`config.mk`:
```
export PLATFORM = sky130hd
export DESIGN_NAME = mlpTop
export DESIGN_NICKNAME = d
export VERILOG_FILES = /design/src/hdl/mlpTypes.sv /design/src/hdl/mlpWeights.sv /design/src/hdl/vectorBus.sv /design/src/hdl/denseLayer.sv /design/src/hdl/featureCollector.sv /design/src/hdl/mlpTop.sv /design/src/hdl/neuron.sv /design/src/hdl/scoreSerializer.sv
export SDC_FILE = /design/constraint.sdc
export NUM_CORES = 2
export LEC_CHECK = 0
export BUFFER_PORTS_ARGS = -buffer_cell sky130_fd_sc_hd__buf_2
export CORE_AREA = 3 3 308 310
export CTS_BUF_LIST = sky130_fd_sc_hd__clkbuf_4
export CTS_CLUSTER_DIAMETER = 80
export DETAILED_ROUTE_END_ITERATION = 10
export DIE_AREA = 0 0 311 313
export GPL_ROUTABILITY_DRIVEN = 1
export GPL_TIMING_DRIVEN = 0
export PLACE_DENSITY = 0.67
export SLEW_MARGIN = 10
export SYNTH_ARGS = -nofsm -noshare
export SYNTH_HDL_FRONTEND = slang
export SYNTH_SLANG_ARGS = --single-unit
export TNS_END_PERCENT = 5
```
`constraint.sdc`:
```
create_clock -name clk -period 20.8 [get_ports clk]
set_input_delay 4.16 -clock clk [delete_from_list [all_inputs] [get_ports clk]]
set_output_delay 4.16 -clock clk [all_outputs]
set_load 0.05 [all_outputs]
```
`src/hdl/mlpTypes.sv`:
```
`default_nettype none

package mlpTypes;

	localparam int ActWidth = 8;
	localparam int AccWidth = 23;
	localparam int FracBits = 6; // fraction bits dropped after the accumulator
	localparam int ActMax = 127;

	typedef logic signed [ActWidth-1:0] activation_t;
	typedef logic signed [AccWidth-1:0] accum_t;

	// selects which weight table a node reads
	typedef enum logic
	{
		hiddenLayer,
		outputLayer
	} layerId_t;

	typedef enum logic
	{
		idle,
		sending
	} serState_t;

endpackage

`default_nettype wire

```
`src/hdl/mlpWeights.sv`:
```
`default_nettype none

package mlpWeights;

	localparam int NumInputs = 5;
	localparam int NumHidden = 4;
	localparam int NumOutputs = 3;
	localparam int MaxFanIn = 5;

	localparam int WeightWidth = 8;
	localparam int BiasWidth = 16;

	localparam logic signed [WeightWidth-1:0] hiddenWeights [NumHidden][NumInputs] = '{
		'{8'sd2, 8'sd54, -8'sd22, -8'sd34, 8'sd48},
		'{-8'sd41, 8'sd17, 8'sd63, 8'sd9, -8'sd28},
		'{8'sd35, -8'sd12, 8'sd27, -8'sd50, 8'sd19},
		'{-8'sd8, 8'sd44, -8'sd31, 8'sd22, 8'sd57}
	};

	// biases sit on the accumulator scale, already times 64
	localparam logic signed [BiasWidth-1:0] hiddenBias [NumHidden] = '{
		16'sd512, -16'sd256, 16'sd1024, 16'sd0
	};

	localparam logic signed [WeightWidth-1:0] outputWeights [NumOutputs][NumHidden] = '{
		'{8'sd23, -8'sd45, 8'sd38, 8'sd11},
		'{-8'sd19, 8'sd52, 8'sd7, -8'sd33},
		'{8'sd41, 8'sd14, -8'sd27, 8'sd36}
	};

	localparam logic signed [BiasWidth-1:0] outputBias [NumOutputs] = '{
		-16'sd640, 16'sd320, -16'sd128
	};

endpackage

`default_nettype wire

```
`src/hdl/vectorBus.sv`:
```
`timescale 1ns/1ps
`default_nettype none

interface vectorBus #(
	parameter int Width = 5 // element count
);
	import mlpTypes::*;

	logic valid; // one-cycle strobe
	activation_t data [Width];

	modport source
	(
		output valid,
		output data
	);

	modport sink
	(
		input valid,
		input data
	);

endinterface

`default_nettype wire

```
`src/hdl/denseLayer.sv`:
```
`timescale 1ns/1ps
`default_nettype none

module denseLayer #(
	parameter mlpTypes::layerId_t Layer = mlpTypes::hiddenLayer,
	parameter int FanIn = mlpWeights::NumInputs,
	parameter int Nodes = mlpWeights::NumHidden
) (
	input logic clk,
	input logic reset,
	vectorBus.sink src,
	vectorBus.source dst
);

	logic [Nodes-1:0] nodeValid;

	for (genvar n = 0; n < Nodes; n++)
	begin : genNode
		neuron #(
			.Layer(Layer),
			.Node(n),
			.FanIn(FanIn)
		) neuron_inst (
			.clk(clk),
			.reset(reset),
			.inValid(src.valid),
			.inData(src.data), // every node sees the whole vector
			.outValid(nodeValid[n]),
			.outAct(dst.data[n])
		);
	end

	// all nodes share the same latency, node 0 stands for the layer
	assign dst.valid = nodeValid[0];

endmodule

`default_nettype wire

```
`src/hdl/featureCollector.sv`:
```
`timescale 1ns/1ps
`default_nettype none

module featureCollector (
	input logic clk,
	input logic reset,
	input logic inValid,
	input logic inFirst,
	input mlpTypes::activation_t inData,
	vectorBus.source vec
);
	import mlpWeights::*;

	logic [$clog2(NumInputs)-1:0] count; // next element to write
	logic collecting; // set once element 0 has arrived

	always_ff @(posedge clk)
	begin
		if (reset)
		begin
			count <= '0;
			collecting <= 1'b0;
			vec.valid <= 1'b0;
			vec.data <= '{default: '0};
		end
		else
		begin
			vec.valid <= 1'b0;
			if (inValid && inFirst)
			begin
				// restart, any partial vector is dropped
				vec.data[0] <= inData;
				count <= $bits(count)'(1);
				collecting <= 1'b1;
			end
			else if (inValid && collecting)
			begin
				vec.data[count] <= inData;
				count <= count + 1'b1;
				if (count == $bits(count)'(NumInputs - 1))
				begin
					collecting <= 1'b0; // wait for the next first element
					vec.valid <= 1'b1;
				end
			end
		end
	end

endmodule

`default_nettype wire

```
`src/hdl/mlpTop.sv`:
```
`timescale 1ns/1ps
`default_nettype none

module mlpTop (
	input logic clk,
	input logic reset,
	input logic inValid,
	input logic inFirst,
	input mlpTypes::activation_t inData,
	output logic outValid,
	output logic [1:0] outIndex,
	output mlpTypes::activation_t outScore,
	output logic outLast,
	output logic [1:0] outClass
);
	import mlpTypes::*;
	import mlpWeights::*;

	vectorBus #(.Width(NumInputs)) featureVec ();
	vectorBus #(.Width(NumHidden)) hiddenVec ();
	vectorBus #(.Width(NumOutputs)) scoreVec ();

	featureCollector featureCollector_inst (
		.clk(clk),
		.reset(reset),
		.inValid(inValid),
		.inFirst(inFirst),
		.inData(inData),
		.vec(featureVec.source)
	);

	denseLayer #(
		.Layer(hiddenLayer),
		.FanIn(NumInputs),
		.Nodes(NumHidden)
	) hiddenLayer_inst (
		.clk(clk),
		.reset(reset),
		.src(featureVec.sink),
		.dst(hiddenVec.source)
	);

	denseLayer #(
		.Layer(outputLayer),
		.FanIn(NumHidden),
		.Nodes(NumOutputs)
	) outputLayer_inst (
		.clk(clk),
		.reset(reset),
		.src(hiddenVec.sink),
		.dst(scoreVec.source)
	);

	scoreSerializer scoreSerializer_inst (
		.clk(clk),
		.reset(reset),
		.scores(scoreVec.sink),
		.outValid(outValid),
		.outIndex(outIndex),
		.outScore(outScore),
		.outLast(outLast),
		.outClass(outClass)
	);

endmodule

`default_nettype wire

```
`src/hdl/neuron.sv`:
```
`timescale 1ns/1ps
`default_nettype none

module neuron #(
	parameter mlpTypes::layerId_t Layer = mlpTypes::hiddenLayer,
	parameter int Node = 0, // row in the weight table
	parameter int FanIn = mlpWeights::MaxFanIn
) (
	input logic clk,
	input logic reset,
	input logic inValid,
	input mlpTypes::activation_t inData [FanIn],
	output logic outValid,
	output mlpTypes::activation_t outAct
);
	import mlpTypes::*;
	import mlpWeights::*;

	logic signed [WeightWidth-1:0] weight [FanIn];
	logic signed [BiasWidth-1:0] bias;

	activation_t inReg [FanIn];
	accum_t sum;
	accum_t acc;
	accum_t rounded;
	activation_t actNext;
	logic [2:0] validPipe; // in, accumulate, activate

	if (Layer == hiddenLayer)
	begin : genHiddenRow
		assign bias = hiddenBias[Node];
		for (genvar i = 0; i < FanIn; i++)
		begin : genTap
			assign weight[i] = hiddenWeights[Node][i];
		end
	end
	else
	begin : genOutputRow
		assign bias = outputBias[Node];
		for (genvar i = 0; i < FanIn; i++)
		begin : genTap
			assign weight[i] = outputWeights[Node][i];
		end
	end

	always_comb
	begin
		sum = accum_t'(bias);
		for (int i = 0; i < FanIn; i++)
			sum += accum_t'(inReg[i]) * accum_t'(weight[i]);
	end

	// round half up, then clamp; negative sums rectify to zero
	always_comb
	begin
		rounded = (acc + (accum_t'(1) <<< (FracBits - 1))) >>> FracBits;
		if (acc[AccWidth-1])
			actNext = '0;
		else if (rounded > accum_t'(ActMax))
			actNext = activation_t'(ActMax);
		else
			actNext = activation_t'(rounded);
	end

	always_ff @(posedge clk)
	begin
		if (reset)
		begin
			inReg <= '{default: '0};
			acc <= '0;
			outAct <= '0;
			validPipe <= '0;
		end
		else
		begin
			if (inValid)
				inReg <= inData;
			acc <= sum;
			outAct <= actNext;
			validPipe <= {validPipe[1:0], inValid};
		end
	end

	assign outValid = validPipe[2];

endmodule

`default_nettype wire

```
`src/hdl/scoreSerializer.sv`:
```
`timescale 1ns/1ps
`default_nettype none

module scoreSerializer (
	input logic clk,
	input logic reset,
	vectorBus.sink scores,
	output logic outValid,
	output logic [1:0] outIndex,
	output mlpTypes::activation_t outScore,
	output logic outLast,
	output logic [1:0] outClass
);
	import mlpTypes::*;
	import mlpWeights::*;

	serState_t state;
	activation_t held [NumOutputs];
	logic [1:0] winner;
	logic [1:0] winnerNext;

	// strict compare keeps the lowest index on a tie
	always_comb
	begin
		winnerNext = '0;
		for (int i = 1; i < NumOutputs; i++)
			if (scores.data[i] > scores.data[winnerNext])
				winnerNext = 2'(i);
	end

	always_ff @(posedge clk)
	begin
		if (reset)
		begin
			state <= idle;
			held <= '{default: '0};
			winner <= '0;
			outValid <= 1'b0;
			outIndex <= '0;
			outScore <= '0;
			outLast <= 1'b0;
			outClass <= '0;
		end
		else
		begin
			outValid <= 1'b0;
			outLast <= 1'b0;
			case (state)
				idle:
				begin
					if (scores.valid)
					begin
						held <= scores.data;
						winner <= winnerNext;
						outValid <= 1'b1;
						outIndex <= '0;
						outScore <= scores.data[0]; // index 0 goes out right away
						state <= sending;
					end
				end
				sending:
				begin
					outValid <= 1'b1;
					outIndex <= outIndex + 1'b1;
					outScore <= held[outIndex + 1'b1];
					if (outIndex == 2'(NumOutputs - 2))
					begin
						outLast <= 1'b1;
						outClass <= winner;
						state <= idle;
					end
				end
				default: state <= idle;
			endcase
		end
	end

endmodule

`default_nettype wire

```
After elaboration in Yosys (flattened, before gate mapping) --
Cells that the tools add are included.
Operators by class: add/subtract/negate cells 41, multiply operators 30, magnitude comparators 13, equality and inequality tests 3, mux-type cells 35, bitwise logic cells 6, reduce and logical (&&, ||, !) cells 26
Operator list (count):
- 23-bit by 15-bit adder with 23-bit output | 9
- 23-bit by 14-bit adder with 23-bit output | 7
- 23-bit by 7-bit adder with 23-bit output (second input constant) | 7
- 8-bit by 6-bit multiplier with 14-bit output (second input constant) | 11
- 17-bit by 8-bit greater-than comparator with 1-bit output (second input constant) | 7
- 8-bit by 7-bit multiplier with 15-bit output (second input constant) | 7
- 23-bit by 13-bit adder with 23-bit output | 4
- 8-bit by 5-bit multiplier with 13-bit output (second input constant) | 7
- 8-bit two-way mux | 7
- 7-bit two-way mux | 7
- 40-bit bitwise mux | 1
- 40-bit two-way mux | 1
- 8-bit by 4-bit multiplier with 12-bit output (second input constant) | 3
- 8-bit binary-select mux with 2-bit select | 2
- 8-bit demux with 3-bit select | 1
- 3-bit OR reduction | 8
- 10-bit by 23-bit adder with 23-bit output (first input constant) | 1
- 11-bit by 23-bit adder with 23-bit output (first input constant) | 1
- 12-bit by 23-bit adder with 23-bit output (first input constant) | 1
- 23-bit by 12-bit adder with 23-bit output | 1
- 8-bit by 23-bit adder with 23-bit output (first input constant) | 1
- 9-bit by 23-bit adder with 23-bit output (first input constant) | 1
- 8-bit by 3-bit multiplier with 11-bit output (second input constant) | 2
- 8-bit negation with 20-bit output | 1
- 27 further kinds | 56
Storage, ports and cells: register bits 381, bits of input ports 12, output and inout bits 14, word-level logic and storage cells 205

Depth between registers and ports, before layout --
depth after elaboration 8, gate-level depth with buffers 36, gate-level depth less buffers 35

By module --
A second synthesis with hierarchy kept.
Unflattened totals: cells, all modules 5957, area, all modules 57202.4 µm²
Modules (own cells, without submodules):
- neuron at hiddenLayer_inst.genNode[2].neuron_inst | times used 1, cells an instance 876, area each 8599.5 µm², seq. area each 1321.3 µm²
- neuron at hiddenLayer_inst.genNode[3].neuron_inst | times used 1, cells an instance 912, area each 8539.4 µm², seq. area each 1381.3 µm²
- neuron at hiddenLayer_inst.genNode[1].neuron_inst | times used 1, cells an instance 849, area each 8475.6 µm², seq. area each 1321.3 µm²
- neuron at hiddenLayer_inst.genNode[0].neuron_inst | times used 1, cells an instance 754, area each 7200.7 µm², seq. area each 1301.2 µm²
- neuron at outputLayer_inst.genNode[1].neuron_inst | times used 1, cells an instance 713, area each 7014.2 µm², seq. area each 1121.1 µm²
- neuron at outputLayer_inst.genNode[0].neuron_inst | times used 1, cells an instance 712, area each 6879.1 µm², seq. area each 1121.1 µm²
- neuron at outputLayer_inst.genNode[2].neuron_inst | times used 1, cells an instance 682, area each 6321.1 µm², seq. area each 1141.1 µm²
- scoreSerializer | times used 1, cells an instance 254, area each 2100.8 µm², seq. area each 820.8 µm²
- featureCollector | times used 1, cells an instance 205, area each 2072.0 µm², seq. area each 900.9 µm²

Worst setup path after synthesis --
OpenSTA, ideal clock, no wires.
kind reg-to-reg, start register hiddenLayer_inst.genNode[0].neuron_inst.inReg[39] (netlist name), end register hiddenLayer_inst.genNode[1].neuron_inst.acc[17], setup time 128 ps, arrival 8740 ps, data required time 20672 ps, slack 11933 ps, stages on the path, launching flop included 35, buffers on the path 1, clock period less this slack 8867 ps, cells stage by stage dfxtp_1 -> clkbuf_1 -> inv_2 -> ha_1 -> inv_1 -> fa_1 -> inv_1 -> fa_1 -> inv_1 -> fa_1 -> inv_1 -> ha_1 -> nor2_1 -> a21oi_1 -> a21oi_1 -> xnor2_1 -> fa_1 -> inv_1 -> fa_1 -> fa_1 -> fa_1 -> inv_1 -> fa_1 -> inv_1 -> fa_1 -> inv_1 -> ha_1 -> a21oi_1 -> nand2_1 -> a21oi_1 -> nand2_1 -> o221ai_1 -> o211ai_1 -> xnor2_1 -> nor2_1
RTL lines:
- end signal, assigned | RTL line neuron.sv:78 | acc <= sum;
- end, declared | RTL line neuron.sv:24 | accum_t acc;

==> out/metrics.csv <==
metric,value,unit
status,finished clean,
Clock Power Share,44.9,%
Fmax,92.37,MHz
# rows,111,
Final Instance Area,50730,sq um
largest net degree at the start of global routing,26,
Commonest cells post-synth,"inv_1, ha_1, fa_1",
post-layout util,55.18,%
"area leader, netlist",fa_1,
first-pass GRT wire length,189.8,mm
Post-CTS Setup Inserts,0,
GR Layer Usage met1,32.12,%
combinational family with the most area after synthesis,adder cells,
post-DP HPWL,102.3,mm
crit-path max FO,25,
Num CTS Buffers,89,
Tcrit/Tclk final,52.05,%
H-tree levels,3,
gr busiest metal,met2,
Fin. Hold Viols,0,
fraction of layout cells with a size suffix above 1,4.289,%
number of remaining DRC errors,0,
PortBufs,23,
Yosys top cell area share,27.86,%
root buffer cell,clkbuf_4,
Die W,311,um
Yosys reg bits,342,
gpl congestion,0.9468,
vias in the first global route,34690,
drt initial violations,1803,
Total Wirelength,119.3,mm
syn_area_per_cell,9.545,sq um
min-delay worst type,flip-flop to flip-flop,
xor and xnor fraction of the mapped netlist area,5.876,%
synthesized instance count,5013,
Global Route met3 Usage,2.374,%
total core area,91940,sq um
type of destination of the critical path,flip-flop,
Synth Area in Compound Gates,7.800,%
CP max stage delay,1.08,ns
RSZ-0062 raised after global routing,false,
die footprint,97340,sq um
CTS resizes,0,
FILL cells,8442,
Net Sw Frac,25.36,%
post-synthesis cell area,47850,sq um
Worst-path clk slew,0.07,ns
top_reg_cell synth,dfxtp_1,
Placed Instances,6280,
Flop pwr share,51.1,%
clk buf depth,3,
total negative slack,0,ns
most frequent CP cell,fa_1,
Worst path slowest cell,dfxtp_1,
Ys Warns,0,
max-slew violation count,0,
R2R cell count,33,
antenna-violating nets left,0,
switching power,333.5,uW
number of synthesized flops with an enable pin,0,
Min Hold Slack,0.4206,ns
Comb power frac,4.0,%
max cap viols,0,
I/O pin cnt,26,
Initial Util,52.04,%
Critical Path RT,21.46,ns
hold depth,1,
Finished Layout Cells,6449,
remaining global-route overflow,0,
final worst slack,9.974,ns
Setup Skew,0.1018,ns
TritonCTS clock tree,built,
relative slew slack,16.62,%
GRT met2 Usage,43.75,%
power per cell area,25.91,nW/um^2
Post-Place Setup Slack,10.01,ns
reg2reg end,hiddenLayer_inst.genNode[1].neuron_inst.acc[22],
fin nets,6682,
internal power,981.2,uW
multiplexer share of the synthesized area,3.180,%
simple-gate area share of the yosys netlist,8.064,%
Synth area leaders,"fa_1, ha_1, dfxtp_1",
worst IR drop on VDD,30.41,uV
Synth cell types,76,
Sequential cell area,6849,sq um
critical path startpoint category,flip-flop,
DRT Pass-1 Iters,7,
via count,33450,
area occupied by multi-input gates,36230,sq um
Area Growth Syn to Fin,6.025,%
vias per cell,5.186,
Slew @ Worst Pin,1.251,ns
Async SR Flop Fraction,0,%
most frequent cell after synthesis,inv_1,
syn nets,6567,
number of antenna violations at the first check in global routing,4,
Die Ht,313,um
FF-to-FF setup slack,9.97,ns
critical path type,flip-flop to flip-flop,
power consumption,1.315,mW
Hold Buf Count CTS,0,
total global-route track usage,25.05,%
clock sink total,342,
WP data arrival,11.49,ns
Lkg Pwr,26.74,nW
Post-Synth Adder-Cell Area,50.77,%
crit path time final,10.83,ns
endpoints failing setup,0,
clk_lat worst skew,0.83,ns
sequential share of the synthesized area,14.31,%
DP Area,49550,sq um
WL/cell,18.49,um
critical path: cells and delay by family, from the launching register on:
family                   cells  cell delay [ns]
AND/OR/NAND/NOR              3             0.28
XOR/XNOR                     1             0.16
adder cells (fa/ha/maj)     12             5.63
AO/OA/AOI/OAI                7             1.75
buffers and inverters       10             1.76
flip-flops                   1             1.08
sequential cells by signal (all words and copies together), names as in the netlist, 24 cells and up:
signal and count:
hiddenLayer_inst.genNode.neuron_inst.outAct 32, outputLayer_inst.genNode.neuron_inst.outAct 24, scoreSerializer_inst.held 24, hiddenLayer_inst.genNode.neuron_inst.inReg 40, outputLayer_inst.genNode.neuron_inst.inReg 32, hiddenLayer_inst.genNode.neuron_inst.acc 68
outputLayer_inst.genNode.neuron_inst.acc 54, featureCollector_inst.vec.data 40
how the worst max path moves through the flow:
| stage | from | to |
|---|---|---|
| after floorplan | flip-flop | hiddenLayer_inst.genNode[1].neuron_inst.acc[17] |
| after detailed placement | flip-flop | hiddenLayer_inst.genNode[1].neuron_inst.acc[22] |
| after CTS | flip-flop | hiddenLayer_inst.genNode[1].neuron_inst.acc[22] |
| after global placement | flip-flop | hiddenLayer_inst.genNode[2].neuron_inst.acc[20] |
| final | flip-flop | hiddenLayer_inst.genNode[1].neuron_inst.acc[22] |
| after global routing | flip-flop | hiddenLayer_inst.genNode[1].neuron_inst.acc[22] |
routing by layer:
metal  part of all wire (%)  up-vias  routed length (um)
met5                      0        -                   0
met4                    4.2        0                4951
met3                    4.0      183                4738
met2                     49      620               57900
met1                     43    16440               51670
li1                       -    16210                   -
placed cells by master (no fill, tap or decap), types with 13 or more instances in the layout:
cell / Yosys / layout
xor2_1: 89 / 89
o21a_1: 31 / 31
nor2_1: 302 / 302
buf_2: 0 / 24
or3_1: 13 / 13
dfxtp_1: 342 / 340
clkbuf_1: 63 / 63
buf_1: 14 / 13
a31oi_1: 21 / 21
xnor2_1: 232 / 231
nand2b_1: 29 / 29
a21boi_0: 15 / 15
nand2_1: 139 / 139
clkinv_1: 1 / 29
o21bai_1: 30 / 30
mux2i_1: 134 / 134
ha_1: 876 / 876
fa_1: 666 / 666
nor3_1: 60 / 60
a21oi_1: 208 / 208
nor2b_1: 48 / 48
a211oi_1: 40 / 40
inv_1: 1194 / 1194
or2_2: 23 / 23
nand4_1: 29 / 29
nand3_1: 66 / 66
a21o_1: 61 / 61
clkbuf_4: 0 / 113
and2_1: 17 / 17
and3_1: 23 / 23
o21ai_0: 85 / 85
mux2_2: 16 / 16
area by class of cell:
class,instances,share of cell area (%)
Inverter,1197,8.856
Clock inverter,49,0.6190
Sequential cell,342,13.50
Buffer,77,0.5722
Clock buffer,113,1.672
Antenna cell,7,0.03453
Multi-Input combinational cell,3397,71.41
Tap cell,1243,3.066
Timing Repair Buffer,24,0.2664
power by group through the flow:
stage | clock, mW | combinational, mW | sequential (mW)
floorplan | 0 | 0.0322 | 0.684
global placement | 0 | 0.0511 | 0.687
detailed placement | 0 | 0.0517 | 0.687
CTS | 0.605 | 0.0520 | 0.672
global route | 0.641 | 0.0564 | 0.673
finish | 0.590 | 0.0524 | 0.672
cells by family (layout without fill, tap and decap cells):
logic type / count (synthesis) / count (layout)
compound gates: 580 / 580
xor+xnor: 321 / 321
fa+ha+maj: 1542 / 1542
buf+inv: 1274 / 1460
flops: 342 / 342
mux: 150 / 150
other cells: 1 / 8
simple gates: 803 / 803
Power figures use the tool's default switching activity.
